File: config.mk
export PLATFORM = sky130hd
export DESIGN_NAME = sc_datapath
export DESIGN_NICKNAME = d
export VERILOG_FILES = /design/src/rtl/datapath_pkg.sv /design/src/rtl/sc_datapath.sv /design/src/rtl/execute.sv /design/src/rtl/regfile.sv /design/src/rtl/scoreboard.sv /design/src/rtl/fetch.sv
export SDC_FILE = /design/constraint.sdc
export NUM_CORES = 2
export LEC_CHECK = 0
export CELL_PAD_IN_SITES_DETAIL_PLACEMENT = 1
export CELL_PAD_IN_SITES_GLOBAL_PLACEMENT = 2
export CORE_AREA = 2 2 325 488
export CTS_CLUSTER_SIZE = 20
export DETAILED_ROUTE_END_ITERATION = 7
export DIE_AREA = 0 0 327 490
export DONT_BUFFER_PORTS = 1
export PLACE_DENSITY = 0.88
export SYNTH_ARGS = -nofsm -noshare
export SYNTH_HDL_FRONTEND = slang
export SYNTH_SLANG_ARGS = --single-unit
File: constraint.sdc
create_clock -name CLK -period 19.65 [get_ports CLK]
set_input_delay 1.965 -clock CLK [delete_from_list [all_inputs] [get_ports CLK]]
set_output_delay 1.965 -clock CLK [all_outputs]
set_load 0.01 [all_outputs]
File: src/rtl/datapath_pkg.sv
// Shared widths, opcodes, control enums and execute state type for the scalar datapath
package datapath_pkg;

    localparam int WORD_W = 32;
    localparam int REG_N  = 32;

    // Data and address word
    typedef logic [WORD_W-1:0] word_t;

    // Register index
    typedef logic [$clog2(REG_N)-1:0] regidx_t;

    // All ones, outside every RV32I encoding
    localparam word_t HALT_INSTR = '1;

    // Major opcodes of the supported subset
    typedef enum logic [6:0] {
        OP_REG    = 7'b0110011,
        OP_IMM    = 7'b0010011,
        OP_LOAD   = 7'b0000011,
        OP_STORE  = 7'b0100011,
        OP_BRANCH = 7'b1100011
    } opcode_t;

    // Scalar ALU operations
    typedef enum logic [2:0] {
        ALU_ADD,
        ALU_SUB,
        ALU_AND,
        ALU_OR,
        ALU_XOR,
        ALU_SLT
    } alu_op_t;

    // Branch comparisons
    typedef enum logic [1:0] {
        BR_NONE,
        BR_EQ,
        BR_NE
    } br_op_t;

    // Scalar memory access kind
    typedef enum logic [1:0] {
        MEM_NONE,
        MEM_LOAD,
        MEM_STORE
    } mem_op_t;

    // Load/store unit state
    typedef enum logic {
        EX_IDLE,
        EX_WAIT_DHIT
    } exec_state_t;

endpackage
File: src/rtl/sc_datapath.sv
// Datapath top with pipeline latches, writeback, sticky halt and memory strobes
module sc_datapath (
    input  logic                CLK,
    input  logic                nrst,
    output logic                imemREN,
    output datapath_pkg::word_t imemaddr,
    input  datapath_pkg::word_t imemload,
    input  logic                ihit,
    output logic                dmemREN,
    output logic                dmemWEN,
    output datapath_pkg::word_t dmemaddr,
    output datapath_pkg::word_t dmemstore,
    input  datapath_pkg::word_t dmemload,
    input  logic                dhit,
    output logic                halt
);
    import datapath_pkg::*;

    word_t   pc;
    logic    freeze;
    logic    ex_taken;
    word_t   ex_target;
    word_t   ex_result;
    logic    ex_stall;
    word_t   wb_data;
    logic    halt_q;

    // Fetch/dispatch latch
    logic    fd_valid;
    word_t   fd_instr;
    word_t   fd_pc;

    // Issue side before the issue/execute latch
    regidx_t rs1;
    regidx_t rs2;
    word_t   rdat1;
    word_t   rdat2;
    logic    iss_valid;
    regidx_t iss_rd;
    logic    iss_wen;
    alu_op_t iss_alu_op;
    br_op_t  iss_br_op;
    mem_op_t iss_mem_op;
    logic    iss_use_imm;
    word_t   iss_imm;
    logic    iss_halt;

    // Issue/execute latch
    logic    ie_valid;
    regidx_t ie_rd;
    logic    ie_wen;
    alu_op_t ie_alu_op;
    br_op_t  ie_br_op;
    mem_op_t ie_mem_op;
    logic    ie_use_imm;
    word_t   ie_imm;
    logic    ie_halt;
    word_t   ie_rdat1;
    word_t   ie_rdat2;
    word_t   ie_pc;

    // Execute/writeback latch
    logic    ew_wen;
    regidx_t ew_rd;
    word_t   ew_result;
    word_t   ew_ldata;
    logic    ew_load;

    assign imemREN  = 1'b1;
    assign imemaddr = pc;
    assign halt     = halt_q;

    fetch u_fetch (
        .CLK      (CLK),
        .nrst     (nrst),
        .ihit     (ihit),
        .freeze   (freeze),
        .redirect (ex_taken),
        .target   (ex_target),
        .halt     (halt_q),
        .pc       (pc)
    );

    // The fetch slot is emptied whenever decode consumes it without a new ihit
    always_ff @(posedge CLK, negedge nrst) begin
        if (!nrst) begin
            fd_valid <= 1'b0;
        end else if (ex_taken) begin
            fd_valid <= 1'b0;
        end else if (!freeze) begin
            fd_valid <= ihit;
        end
    end

    always_ff @(posedge CLK) begin
        if (ihit && !freeze) begin
            fd_instr <= imemload;
            fd_pc    <= pc;
        end
    end

    scoreboard u_scoreboard (
        .CLK         (CLK),
        .nrst        (nrst),
        .instr       (fd_instr),
        .instr_valid (fd_valid),
        .flush       (ex_taken),
        .ex_stall    (ex_stall),
        .wb_en       (ew_wen),
        .wb_rd       (ew_rd),
        .rs1         (rs1),
        .rs2         (rs2),
        .freeze      (freeze),
        .iss_valid   (iss_valid),
        .iss_rd      (iss_rd),
        .iss_wen     (iss_wen),
        .iss_alu_op  (iss_alu_op),
        .iss_br_op   (iss_br_op),
        .iss_mem_op  (iss_mem_op),
        .iss_use_imm (iss_use_imm),
        .iss_imm     (iss_imm),
        .iss_halt    (iss_halt)
    );

    regfile u_regfile (
        .CLK   (CLK),
        .nrst  (nrst),
        .wen   (ew_wen),
        .wsel  (ew_rd),
        .wdat  (wb_data),
        .rsel1 (rs1),
        .rsel2 (rs2),
        .rdat1 (rdat1),
        .rdat2 (rdat2)
    );

    always_ff @(posedge CLK, negedge nrst) begin
        if (!nrst) begin
            ie_valid <= 1'b0;
            ie_wen   <= 1'b0;
            ie_halt  <= 1'b0;
        end else if (!ex_stall) begin
            ie_valid <= iss_valid;
            ie_wen   <= iss_valid && iss_wen;
            ie_halt  <= iss_valid && iss_halt;
        end
    end

    always_ff @(posedge CLK) begin
        if (!ex_stall) begin
            ie_rd      <= iss_rd;
            ie_alu_op  <= iss_alu_op;
            ie_br_op   <= iss_br_op;
            ie_mem_op  <= iss_mem_op;
            ie_use_imm <= iss_use_imm;
            ie_imm     <= iss_imm;
            ie_rdat1   <= rdat1;
            ie_rdat2   <= rdat2;
            ie_pc      <= fd_pc;
        end
    end

    execute u_execute (
        .CLK       (CLK),
        .nrst      (nrst),
        .valid     (ie_valid),
        .alu_op    (ie_alu_op),
        .br_op     (ie_br_op),
        .mem_op    (ie_mem_op),
        .use_imm   (ie_use_imm),
        .imm       (ie_imm),
        .rdat1     (ie_rdat1),
        .rdat2     (ie_rdat2),
        .cur_pc    (ie_pc),
        .dhit      (dhit),
        .result    (ex_result),
        .taken     (ex_taken),
        .target    (ex_target),
        .stall     (ex_stall),
        .dmemREN   (dmemREN),
        .dmemWEN   (dmemWEN),
        .dmemaddr  (dmemaddr),
        .dmemstore (dmemstore)
    );

    // Bubble into writeback while a memory access is outstanding
    always_ff @(posedge CLK, negedge nrst) begin
        if (!nrst) begin
            ew_wen <= 1'b0;
            halt_q <= 1'b0;
        end else begin
            ew_wen <= !ex_stall && ie_valid && ie_wen;
            halt_q <= halt_q || (ie_valid && ie_halt);
        end
    end

    // Load data is only valid alongside dhit
    always_ff @(posedge CLK) begin
        if (!ex_stall) begin
            ew_rd     <= ie_rd;
            ew_result <= ex_result;
            ew_ldata  <= dmemload;
            ew_load   <= (ie_mem_op == MEM_LOAD);
        end
    end

    assign wb_data = ew_load ? ew_ldata : ew_result;

endmodule

File: src/rtl/execute.sv
// Scalar ALU, branch unit and load/store unit waiting on dhit
module execute (
    input  logic                    CLK,
    input  logic                    nrst,
    input  logic                    valid,
    input  datapath_pkg::alu_op_t   alu_op,
    input  datapath_pkg::br_op_t    br_op,
    input  datapath_pkg::mem_op_t   mem_op,
    input  logic                    use_imm,
    input  datapath_pkg::word_t     imm,
    input  datapath_pkg::word_t     rdat1,
    input  datapath_pkg::word_t     rdat2,
    input  datapath_pkg::word_t     cur_pc,
    input  logic                    dhit,
    output datapath_pkg::word_t     result,
    output logic                    taken,
    output datapath_pkg::word_t     target,
    output logic                    stall,
    output logic                    dmemREN,
    output logic                    dmemWEN,
    output datapath_pkg::word_t     dmemaddr,
    output datapath_pkg::word_t     dmemstore
);
    import datapath_pkg::*;

    word_t       opb;
    word_t       alu_out;
    logic        mem_req;
    exec_state_t state;

    assign opb = use_imm ? imm : rdat2;

    always_comb begin
        case (alu_op)
            ALU_SUB: alu_out = rdat1 - opb;
            ALU_AND: alu_out = rdat1 & opb;
            ALU_OR:  alu_out = rdat1 | opb;
            ALU_XOR: alu_out = rdat1 ^ opb;
            ALU_SLT: alu_out = {{(WORD_W-1){1'b0}}, $signed(rdat1) < $signed(opb)};
            default: alu_out = rdat1 + opb;
        endcase
    end

    assign result = alu_out;

    // Branches are predicted not taken so any taken one redirects
    always_comb begin
        case (br_op)
            BR_EQ:   taken = valid && (rdat1 == rdat2);
            BR_NE:   taken = valid && (rdat1 != rdat2);
            default: taken = 1'b0;
        endcase
    end

    assign target = cur_pc + imm;

    // Request comes straight from the issue latch, which holds while stalled
    assign mem_req   = valid && (mem_op != MEM_NONE);
    assign dmemREN   = valid && (mem_op == MEM_LOAD);
    assign dmemWEN   = valid && (mem_op == MEM_STORE);
    assign dmemaddr  = alu_out;
    assign dmemstore = rdat2;
    assign stall     = mem_req && !dhit;

    always_ff @(posedge CLK, negedge nrst) begin
        if (!nrst) begin
            state <= EX_IDLE;
        end else begin
            case (state)
                EX_IDLE:      state <= (mem_req && !dhit) ? EX_WAIT_DHIT : EX_IDLE;
                EX_WAIT_DHIT: state <= dhit ? EX_IDLE : EX_WAIT_DHIT;
                default:      state <= EX_IDLE;
            endcase
        end
    end

    // A started access keeps its kind until dhit ends it
    mem_req_held: assert property (
        @(posedge CLK) disable iff (!nrst)
        mem_req && !dhit |=> $stable(dmemREN) && $stable(dmemWEN)
    ) else $error("execute: request dropped before dhit");

    // Holding depends on the issue latch in the top level obeying stall
    mem_req_stable: assert property (
        @(posedge CLK) disable iff (!nrst)
        state == EX_WAIT_DHIT |-> $stable(dmemaddr) && $stable(dmemstore)
    ) else $error("execute: request changed while waiting for dhit");

endmodule

File: src/rtl/regfile.sv
// 32 entry register file, x0 hardwired to zero, write-through reads
module regfile (
    input  logic                    CLK,
    input  logic                    nrst,
    input  logic                    wen,
    input  datapath_pkg::regidx_t   wsel,
    input  datapath_pkg::word_t     wdat,
    input  datapath_pkg::regidx_t   rsel1,
    input  datapath_pkg::regidx_t   rsel2,
    output datapath_pkg::word_t     rdat1,
    output datapath_pkg::word_t     rdat2
);
    import datapath_pkg::*;

    word_t regs [REG_N];

    always_ff @(posedge CLK, negedge nrst) begin
        if (!nrst) begin
            for (int i = 0; i < REG_N; i++) begin
                regs[i] <= '0;
            end
        end else if (wen && wsel != '0) begin
            regs[wsel] <= wdat;
        end
    end

    // Bypass so decode sees the value retiring this cycle
    always_comb begin
        if (rsel1 == '0) begin
            rdat1 = '0;
        end else if (wen && wsel == rsel1) begin
            rdat1 = wdat;
        end else begin
            rdat1 = regs[rsel1];
        end
    end

    always_comb begin
        if (rsel2 == '0) begin
            rdat2 = '0;
        end else if (wen && wsel == rsel2) begin
            rdat2 = wdat;
        end else begin
            rdat2 = regs[rsel2];
        end
    end

endmodule

File: src/rtl/scoreboard.sv
// Instruction decode, busy register table and front end freeze
module scoreboard (
    input  logic                    CLK,
    input  logic                    nrst,
    input  datapath_pkg::word_t     instr,
    input  logic                    instr_valid,
    input  logic                    flush,
    input  logic                    ex_stall,
    input  logic                    wb_en,
    input  datapath_pkg::regidx_t   wb_rd,
    output datapath_pkg::regidx_t   rs1,
    output datapath_pkg::regidx_t   rs2,
    output logic                    freeze,
    output logic                    iss_valid,
    output datapath_pkg::regidx_t   iss_rd,
    output logic                    iss_wen,
    output datapath_pkg::alu_op_t   iss_alu_op,
    output datapath_pkg::br_op_t    iss_br_op,
    output datapath_pkg::mem_op_t   iss_mem_op,
    output logic                    iss_use_imm,
    output datapath_pkg::word_t     iss_imm,
    output logic                    iss_halt
);
    import datapath_pkg::*;

    opcode_t          opc;
    logic [2:0]       funct3;
    regidx_t          rd;
    logic             use_rs1;
    logic             use_rs2;
    logic             hazard;
    logic             halt_pend;
    logic [REG_N-1:0] busy;
    logic [REG_N-1:0] busy_set;
    logic [REG_N-1:0] busy_clr;

    assign opc    = opcode_t'(instr[6:0]);
    assign funct3 = instr[14:12];
    assign rd     = instr[11:7];
    assign rs1    = instr[19:15];
    assign rs2    = instr[24:20];

    always_comb begin
        iss_wen     = 1'b0;
        iss_alu_op  = ALU_ADD;
        iss_br_op   = BR_NONE;
        iss_mem_op  = MEM_NONE;
        iss_use_imm = 1'b0;
        iss_imm     = '0;
        iss_halt    = 1'b0;
        use_rs1     = 1'b0;
        use_rs2     = 1'b0;
        if (instr == HALT_INSTR) begin
            iss_halt = 1'b1;
        end else begin
            case (opc)
                OP_REG: begin
                    use_rs1 = 1'b1;
                    use_rs2 = 1'b1;
                    iss_wen = (rd != '0);
                    case (funct3)
                        3'b000:  iss_alu_op = instr[30] ? ALU_SUB : ALU_ADD;
                        3'b010:  iss_alu_op = ALU_SLT;
                        3'b100:  iss_alu_op = ALU_XOR;
                        3'b110:  iss_alu_op = ALU_OR;
                        3'b111:  iss_alu_op = ALU_AND;
                        default: iss_wen = 1'b0;
                    endcase
                end
                OP_IMM: begin
                    // ADDI only
                    use_rs1     = 1'b1;
                    iss_wen     = (rd != '0) && (funct3 == 3'b000);
                    iss_use_imm = 1'b1;
                    iss_imm     = {{20{instr[31]}}, instr[31:20]};
                end
                OP_LOAD: begin
                    use_rs1     = 1'b1;
                    iss_wen     = (rd != '0);
                    iss_mem_op  = MEM_LOAD;
                    iss_use_imm = 1'b1;
                    iss_imm     = {{20{instr[31]}}, instr[31:20]};
                end
                OP_STORE: begin
                    use_rs1     = 1'b1;
                    use_rs2     = 1'b1;
                    iss_mem_op  = MEM_STORE;
                    iss_use_imm = 1'b1;
                    iss_imm     = {{20{instr[31]}}, instr[31:25], instr[11:7]};
                end
                OP_BRANCH: begin
                    use_rs1   = 1'b1;
                    use_rs2   = 1'b1;
                    iss_br_op = (funct3 == 3'b001) ? BR_NE : BR_EQ;
                    iss_imm   = {{19{instr[31]}}, instr[31], instr[7],
                                 instr[30:25], instr[11:8], 1'b0};
                end
                default: begin
                    // Anything else retires as a no-op
                end
            endcase
        end
        // Wrong-path instruction does nothing
        if (flush) begin
            iss_wen    = 1'b0;
            iss_br_op  = BR_NONE;
            iss_mem_op = MEM_NONE;
            iss_halt   = 1'b0;
        end
    end

    // A source being written back this cycle is read through the regfile bypass
    always_comb begin
        hazard = 1'b0;
        if (use_rs1 && busy[rs1] && !(wb_en && wb_rd == rs1)) begin
            hazard = 1'b1;
        end
        if (use_rs2 && busy[rs2] && !(wb_en && wb_rd == rs2)) begin
            hazard = 1'b1;
        end
        // Only one writer in flight per register
        if (iss_wen && busy[rd]) begin
            hazard = 1'b1;
        end
    end

    assign freeze    = (instr_valid && hazard) || ex_stall || halt_pend;
    assign iss_valid = instr_valid && !flush && !freeze;
    assign iss_rd    = rd;

    always_comb begin
        busy_set = '0;
        busy_clr = '0;
        if (iss_valid && iss_wen) begin
            busy_set[rd] = 1'b1;
        end
        if (wb_en) begin
            busy_clr[wb_rd] = 1'b1;
        end
    end

    always_ff @(posedge CLK, negedge nrst) begin
        if (!nrst) begin
            busy      <= '0;
            halt_pend <= 1'b0;
        end else begin
            // x0 never tracked
            busy      <= ((busy & ~busy_clr) | busy_set) & ~REG_N'(1);
            halt_pend <= halt_pend || (iss_valid && iss_halt);
        end
    end

    // Writeback must never retire a register that issue is claiming again
    busy_no_race: assert property (
        @(posedge CLK) disable iff (!nrst)
        (busy_set & busy_clr) == '0
    ) else $error("scoreboard: busy bit set and cleared together");

    // The fetch/dispatch latch has to hold a frozen instruction
    frozen_instr_held: assert property (
        @(posedge CLK) disable iff (!nrst)
        instr_valid && freeze && !flush |=> instr_valid && $stable(instr)
    ) else $error("scoreboard: frozen instruction changed");

endmodule

File: src/rtl/fetch.sv
// Program counter with freeze, branch redirect and halt
module fetch (
    input  logic                CLK,
    input  logic                nrst,
    input  logic                ihit,
    input  logic                freeze,
    input  logic                redirect,
    input  datapath_pkg::word_t target,
    input  logic                halt,
    output datapath_pkg::word_t pc
);
    import datapath_pkg::*;

    word_t pc_q;

    assign pc = pc_q;

    always_ff @(posedge CLK, negedge nrst) begin
        if (!nrst) begin
            pc_q <= '0;
        end else if (halt) begin
            // Machine stopped, hold the last pc
            pc_q <= pc_q;
        end else if (redirect) begin
            // Taken branch overrides any freeze
            pc_q <= target;
        end else if (ihit && !freeze) begin
            pc_q <= pc_q + word_t'(4);
        end
    end

    // Targets come from execute, so a bad immediate would show up here
    pc_aligned: assert property (
        @(posedge CLK) disable iff (!nrst)
        pc_q[1:0] == 2'b00
    ) else $error("fetch: pc %h not word aligned", pc_q);

endmodule

; ---- Yosys cells after proc, flatten, opt, wreduce, memory -nomap -nowiden
; Index checks and enable logic that the tools add are counted.
[word_totals]
reg_bits = 1369
latch_bits = 0
ramBits = 0
romBits = 0
inputBits = 68
out_inout_bits = 100
n_memories = 0
[classes]
n_addsub = 4
mul = 0
div_mod_pow = 0
n_lt_le_gt_ge = 11
eq_ne = 25
shift = 0
n_mux = 50
n_bitwise = 12
reduce_logical = 53
[ops]
columns = operator, n
row1 = $bwmux 1024, 1
row2 = $mux 32, 13
row3 = $bmux 32 s5, 2
row4 = $demux 32 s5, 1
row5 = $pmux 32 s5, 1
row6 = $pmux 32 s3, 1
row7 = $add 32x32->32, 2
row8 = $and 32x32->32, 2
row9 = $or 32x32->32, 2
row10 = $add 32x3->32 const B, 1
row11 = $eq 32x32->1, 1
row12 = $eq 32x32->1 const B, 1
row13 = $lt 32x32->1, 1
row14 = $ne 32x32->1, 1
row15 = $not 32->32, 1
row16 = $sub 32x32->32, 1
row17 = $xor 32x32->32, 1
row18 = $logic_and 1x1->1, 27
row19 = $lt 5x6->1 const B, 4
row20 = $mux 1, 21
row21 = $ge 6x6->1 const B, 3
row22 = $not 5->6, 3
row23 = $bmux 1 s5, 3
row24 = $eq 3x3->1 const B, 5
row25 = 29 further kinds, 56

; ---- Logic depth before layout (Yosys ltp)
[logic_depth]
ltp_word = 17
ltp_mapped = 16

; ---- By module
; A second synthesis with hierarchy kept.
[unflattened]
hier_cells = 6035
hier_area_um2 = 77998.6
[modules_own_cells]
columns = mod, n_inst, cells_per_inst, area_per_inst_um2, seq_area_each_um2
row1 = regfile, 1, 3866, 55169.2, 25624.6
row2 = sc_datapath, 1, 333, 9043.7, 8408.1
row3 = execute, 1, 1257, 8393.0, 0.0
row4 = scoreboard, 1, 347, 3402.0, 800.8
row5 = fetch, 1, 232, 1990.7, 800.8

; ---- Worst setup path after synthesis
; No wires, ideal clock.
[synth_path]
kind = in2reg
startpoint = input port dhit
endpoint = register fd_instr[0] (enable)
setup_ps = 429
t_arrival_ps = 8140
required_time_ps = 19221
setup_slack_ps = 11081
cell_stages = 6
path_buffers = 0
path_cell_list = inv_1 o211a_1 inv_1 nand2b_1 a21oi_1 and2_1
[synth_via]
elab_chain_len = 6
[synth_lines]
columns = item, line_no
row1 = from (decl), sc_datapath.sv:14  ; input logic dhit,
row2 = $logic_not 1->1, execute.sv:63  ; assign stall = mem_req && !dhit;
row3 = $logic_and 1x1->1, execute.sv:63
row4 = $logic_or 1x1->1 (2 in series), scoreboard.sv:127  ; assign freeze = (instr_valid && hazard) || ex_stall || halt_pend;
row5 = $logic_not 1->1, sc_datapath.sv:96  ; if (ihit && !freeze) begin
row6 = $logic_and 1x1->1, sc_datapath.sv:96
row7 = to (signal assigned), sc_datapath.sv:97  ; fd_instr <= imemload;
row8 = to (decl), sc_datapath.sv:30  ; word_t fd_instr;
; No other way between the ends.
; A chain may end at the register's enable or synchronous reset.

==> flow_metrics.py <==
metrics = {
    "global_route": {
        "grt_max_degree": 288,
        "grt_pass1_vias": 60300,
        "grt_usage_pct": 33.0,
        "grt_pass1_wl_mm": 395,
        "antenna_found_initial": 9,
        "overflow": 0,
    },
    "layout": {
        "layout_common_cells": "1094 x dfrtp_1, 784 x nor2_1, 752 x a21oi_1",
        "post-route-util_pct": 50.8,
        "final_nets": 6497,
        "final_common_cell": "dfrtp_1",
        "areaGrowthSynthToFinish_pct": 8.99,
        "nFillCells": 16300,
        "drive_above_1_share_pct": 16.1,
    },
    "timing": {
        "min_period_over_period_pct": 43.4,
        "hold_viol_final": 0,
        "slew_viol_final": 0,
        "finalCriticalPeriod_ns": 8.52,
        "setup_tns_ns": 0,
        "relSlewSlack_pct": 10.8,
        "tightest_slew_ns": 1.33,
        "finalSetupViolations": 0,
        "clock.fmax_mhz": 117,
        "fin_worst_skew_ns": 0.0367,
        "rsz0062_at_grt": "false",
    },
    "die": {
        "initial_utilization_pct": 46.6,
        "fp-row-count": 178,
        "die_w_um": 327,
        "chipHeight_um": 490,
        "io_pins": 168,
        "core-area_um2": 156000,
        "die-area_um2": 160000,
    },
    "detailed_routing": {
        "drt_pass1_iterations": 5,
        "vias": 56400,
        "viasPerCell": 6.66,
        "routed_wl_mm": 264,
        "antenna_left": 0,
        "wl_per_cell_um": 31.2,
        "first_iter_violations": 5449,
        "drc": 0,
    },
    "worst_setup_path": {
        "arrival_ns": 6.56,
        "cp_max_fo": 21,
        "required_ns": 17.68,
        "critPathKind": "flip-flop to output pin",
        "reg2reg_depth": 10,
        "start_kind": "flip-flop",
        "end_kind": "output pin",
    },
    "placed_design": {
        "routabilityCongestion": 0.955,
        "dp_hpwl_mm": 159,
        "port_buffers": 0,
    },
    "clock_tree": {
        "clk_pin_slew_ns": 0.07,
        "clock-sinks": 1350,
        "clock_path_buffers": 3,
        "cts_buffers": 136,
        "cts_tree": "yes",
        "cts_root_buffer": "clkbuf_16",
        "cts_resized": 0,
        "hold_buffers": 0,
        "cts_setup_buffers": 0,
        "clk_latency_ns": 0.80,
        "h-tree-depth": 4,
    },
    "yosys": {
        "syn_area_um2": 72800,
        "synth-edff-count": 256,
        "ys_ff_latch": 1350,
        "ys_warn_count": 0,
        "synth_cell_type_count": 86,
        "avgSynthCellArea_um2": 10.9,
        "ys_seq_area_share_pct": 48.2,
        "ys.flop_type": "dfrtp_1",
        "async_reset_ff_share_pct": 81.0,
        "synth_nets": 6863,
        "postSynthCellCount": 6651,
        "ys_top_cells_by_area": "dfrtp_1 38%, mux4_2 17%, edfxtp_1 11%",
        "yosys.area.top_type": "dfrtp_1",
        "yosysTopAreaCellShare_pct": 37.6,
    },
    "pwr": {
        "p_per_area_nw_per_um2": 80.2,
        "p_leak_nw": 33.5,
        "vdd_drop_max_uv": 117,
    },
    "hold_path": {
        "hold_path.class": "flip-flop to flip-flop",
        "min_path_cells": 0,
    },
    "flow_run": {
        "maxCapViolCount": 0,
    },
    "run_status": {
        "status": "completed",
    },
}
## cells in the mapped netlist (all sizes together) (9+ instances only)
cell,number
edfxtp,256
nand2b,22
or2,13
nor3b,10
o22a,14
nand3,42
o211ai,24
a22o,21
nand2,632
or3,14
xnor2,42
and2,9
a221o,27
o21bai,20
a22oi,13
ha,141
o31ai,12
a31oi,14
inv,147
dfrtp,1094
a221oi,39
xor2,54
nand4,18
mux2i,166
o22ai,77
o21ai,596
a211oi,99
and3,15
nor2b,63
mux2,23
nor3,35
a21o,31
a21oi,753
nor4,22
buf,170
clkbuf,464
mux4,555
o221ai,15
nor2,803
## cell type report
cell class              instances  area (um^2)  area share, %
multi-input cells            4518        35300           44.5
well taps                    2070         2590           3.26
repair buffers                130         1180           1.49
inverters                     149          569          0.717
diodes                          3         7.51        0.00946
clock inverters                62          791          0.996
clock buffers                 183         3880           4.89
flip-flops and latches       1350        35100           44.2
## flip-flops by register name, indices dropped and copies added (netlist names), 31 cells and up
register,count
u_regfile.regs,1024
ie_rdat1,32
ew_ldata,32
u_fetch.pc,32
ie_pc,32
fd_instr,32
fd_pc,32
u_scoreboard.busy,31
ew_result,32
ie_rdat2,32
## report_power, final
part | internal, mW | switching, mW | total [mW] | leakage (nW)
Clock | 1.60 | 1.20 | 2.80 | 2.29
Sequential | 2.91 | 0.0727 | 2.99 | 18.0
Combinational | 0.173 | 0.404 | 0.577 | 13.2
Total | 4.69 | 1.67 | 6.37 | 33.5
## critical path: stages, from the launching register on
cell	delay, ns
edfxtp_1	1.09
and2_1	0.25
buf_4	0.29
a21oi_1	0.13
ha_1	0.43
nor4_1	0.66
nand3_1	0.18
a2111oi_0	0.71
or4b_1	0.36
a41oi_2	0.27
o31ai_4	0.46
a21oi_1	0.15
xnor2_1	0.15
a221oi_1	0.62
## per-stage QoR
stage          setup WS (ns)  cell area, um^2  hold slack [ns]  std cells  power, mW
2_1_floorplan          11.08            72800            0.400       6651       3.35
3_3_place_gp           11.97            74600            0.377       8216       3.60
3_5_place_dp           11.95            74600            0.384       8216       3.61
4_1_cts                11.08            79300            0.398       8461       6.38
5_1_grt                10.73            79400            0.407       8464       6.53
6_report               11.13            79400            0.397       8465       6.37
## logic make-up (layout without fill, tap and decap cells)
group / Yosys count / count (layout) / synth area share, %
flip-flops: 1350 / 1350 / 48.2
multiplexers: 744 / 744 / 19.8
buffers and inverters: 783 / 524 / 4.21
adder cells (fa/ha/maj): 144 / 144 / 2.51
XOR/XNOR: 96 / 96 / 1.15
other: 1 / 4 / 0.00515
AND/OR/NAND/NOR: 1725 / 1725 / 9.90
AO/OA/AOI/OAI: 1808 / 1808 / 14.3
## path summary, 6_finish.rpt
check                                                 start  slack (ns)                          endpoint
min in group asynchronous                              nrst        0.88   u_regfile.regs[576]$_DFFE_PN0P_
min                        u_regfile.regs[1017]$_DFFE_PN0P_        0.40  u_regfile.regs[1017]$_DFFE_PN0P_
min reg2reg                u_regfile.regs[1017]$_DFFE_PN0P_        0.40  u_regfile.regs[1017]$_DFFE_PN0P_
max reg2reg                          fd_instr[21]$_DFFE_PP_       13.46        ie_rdat2[12]$_SDFFCE_PN0N_
max                                ie_imm[30]$_SDFFCE_PN0N_       11.13                      dmemaddr[25]
max in group asynchronous                              nrst       16.04   u_regfile.regs[784]$_DFFE_PN0P_
## routing by layer
metal	GRT usage (%)	up-vias	share of wire [%]
li1	-	23500	-
met1	39.4	29800	37
met2	56.4	2287	50
met3	6.28	793	7.2
met4	17.8	8	6.1
met5	0	-	0.015
Note: power is estimated with default switching activity, not from simulation.
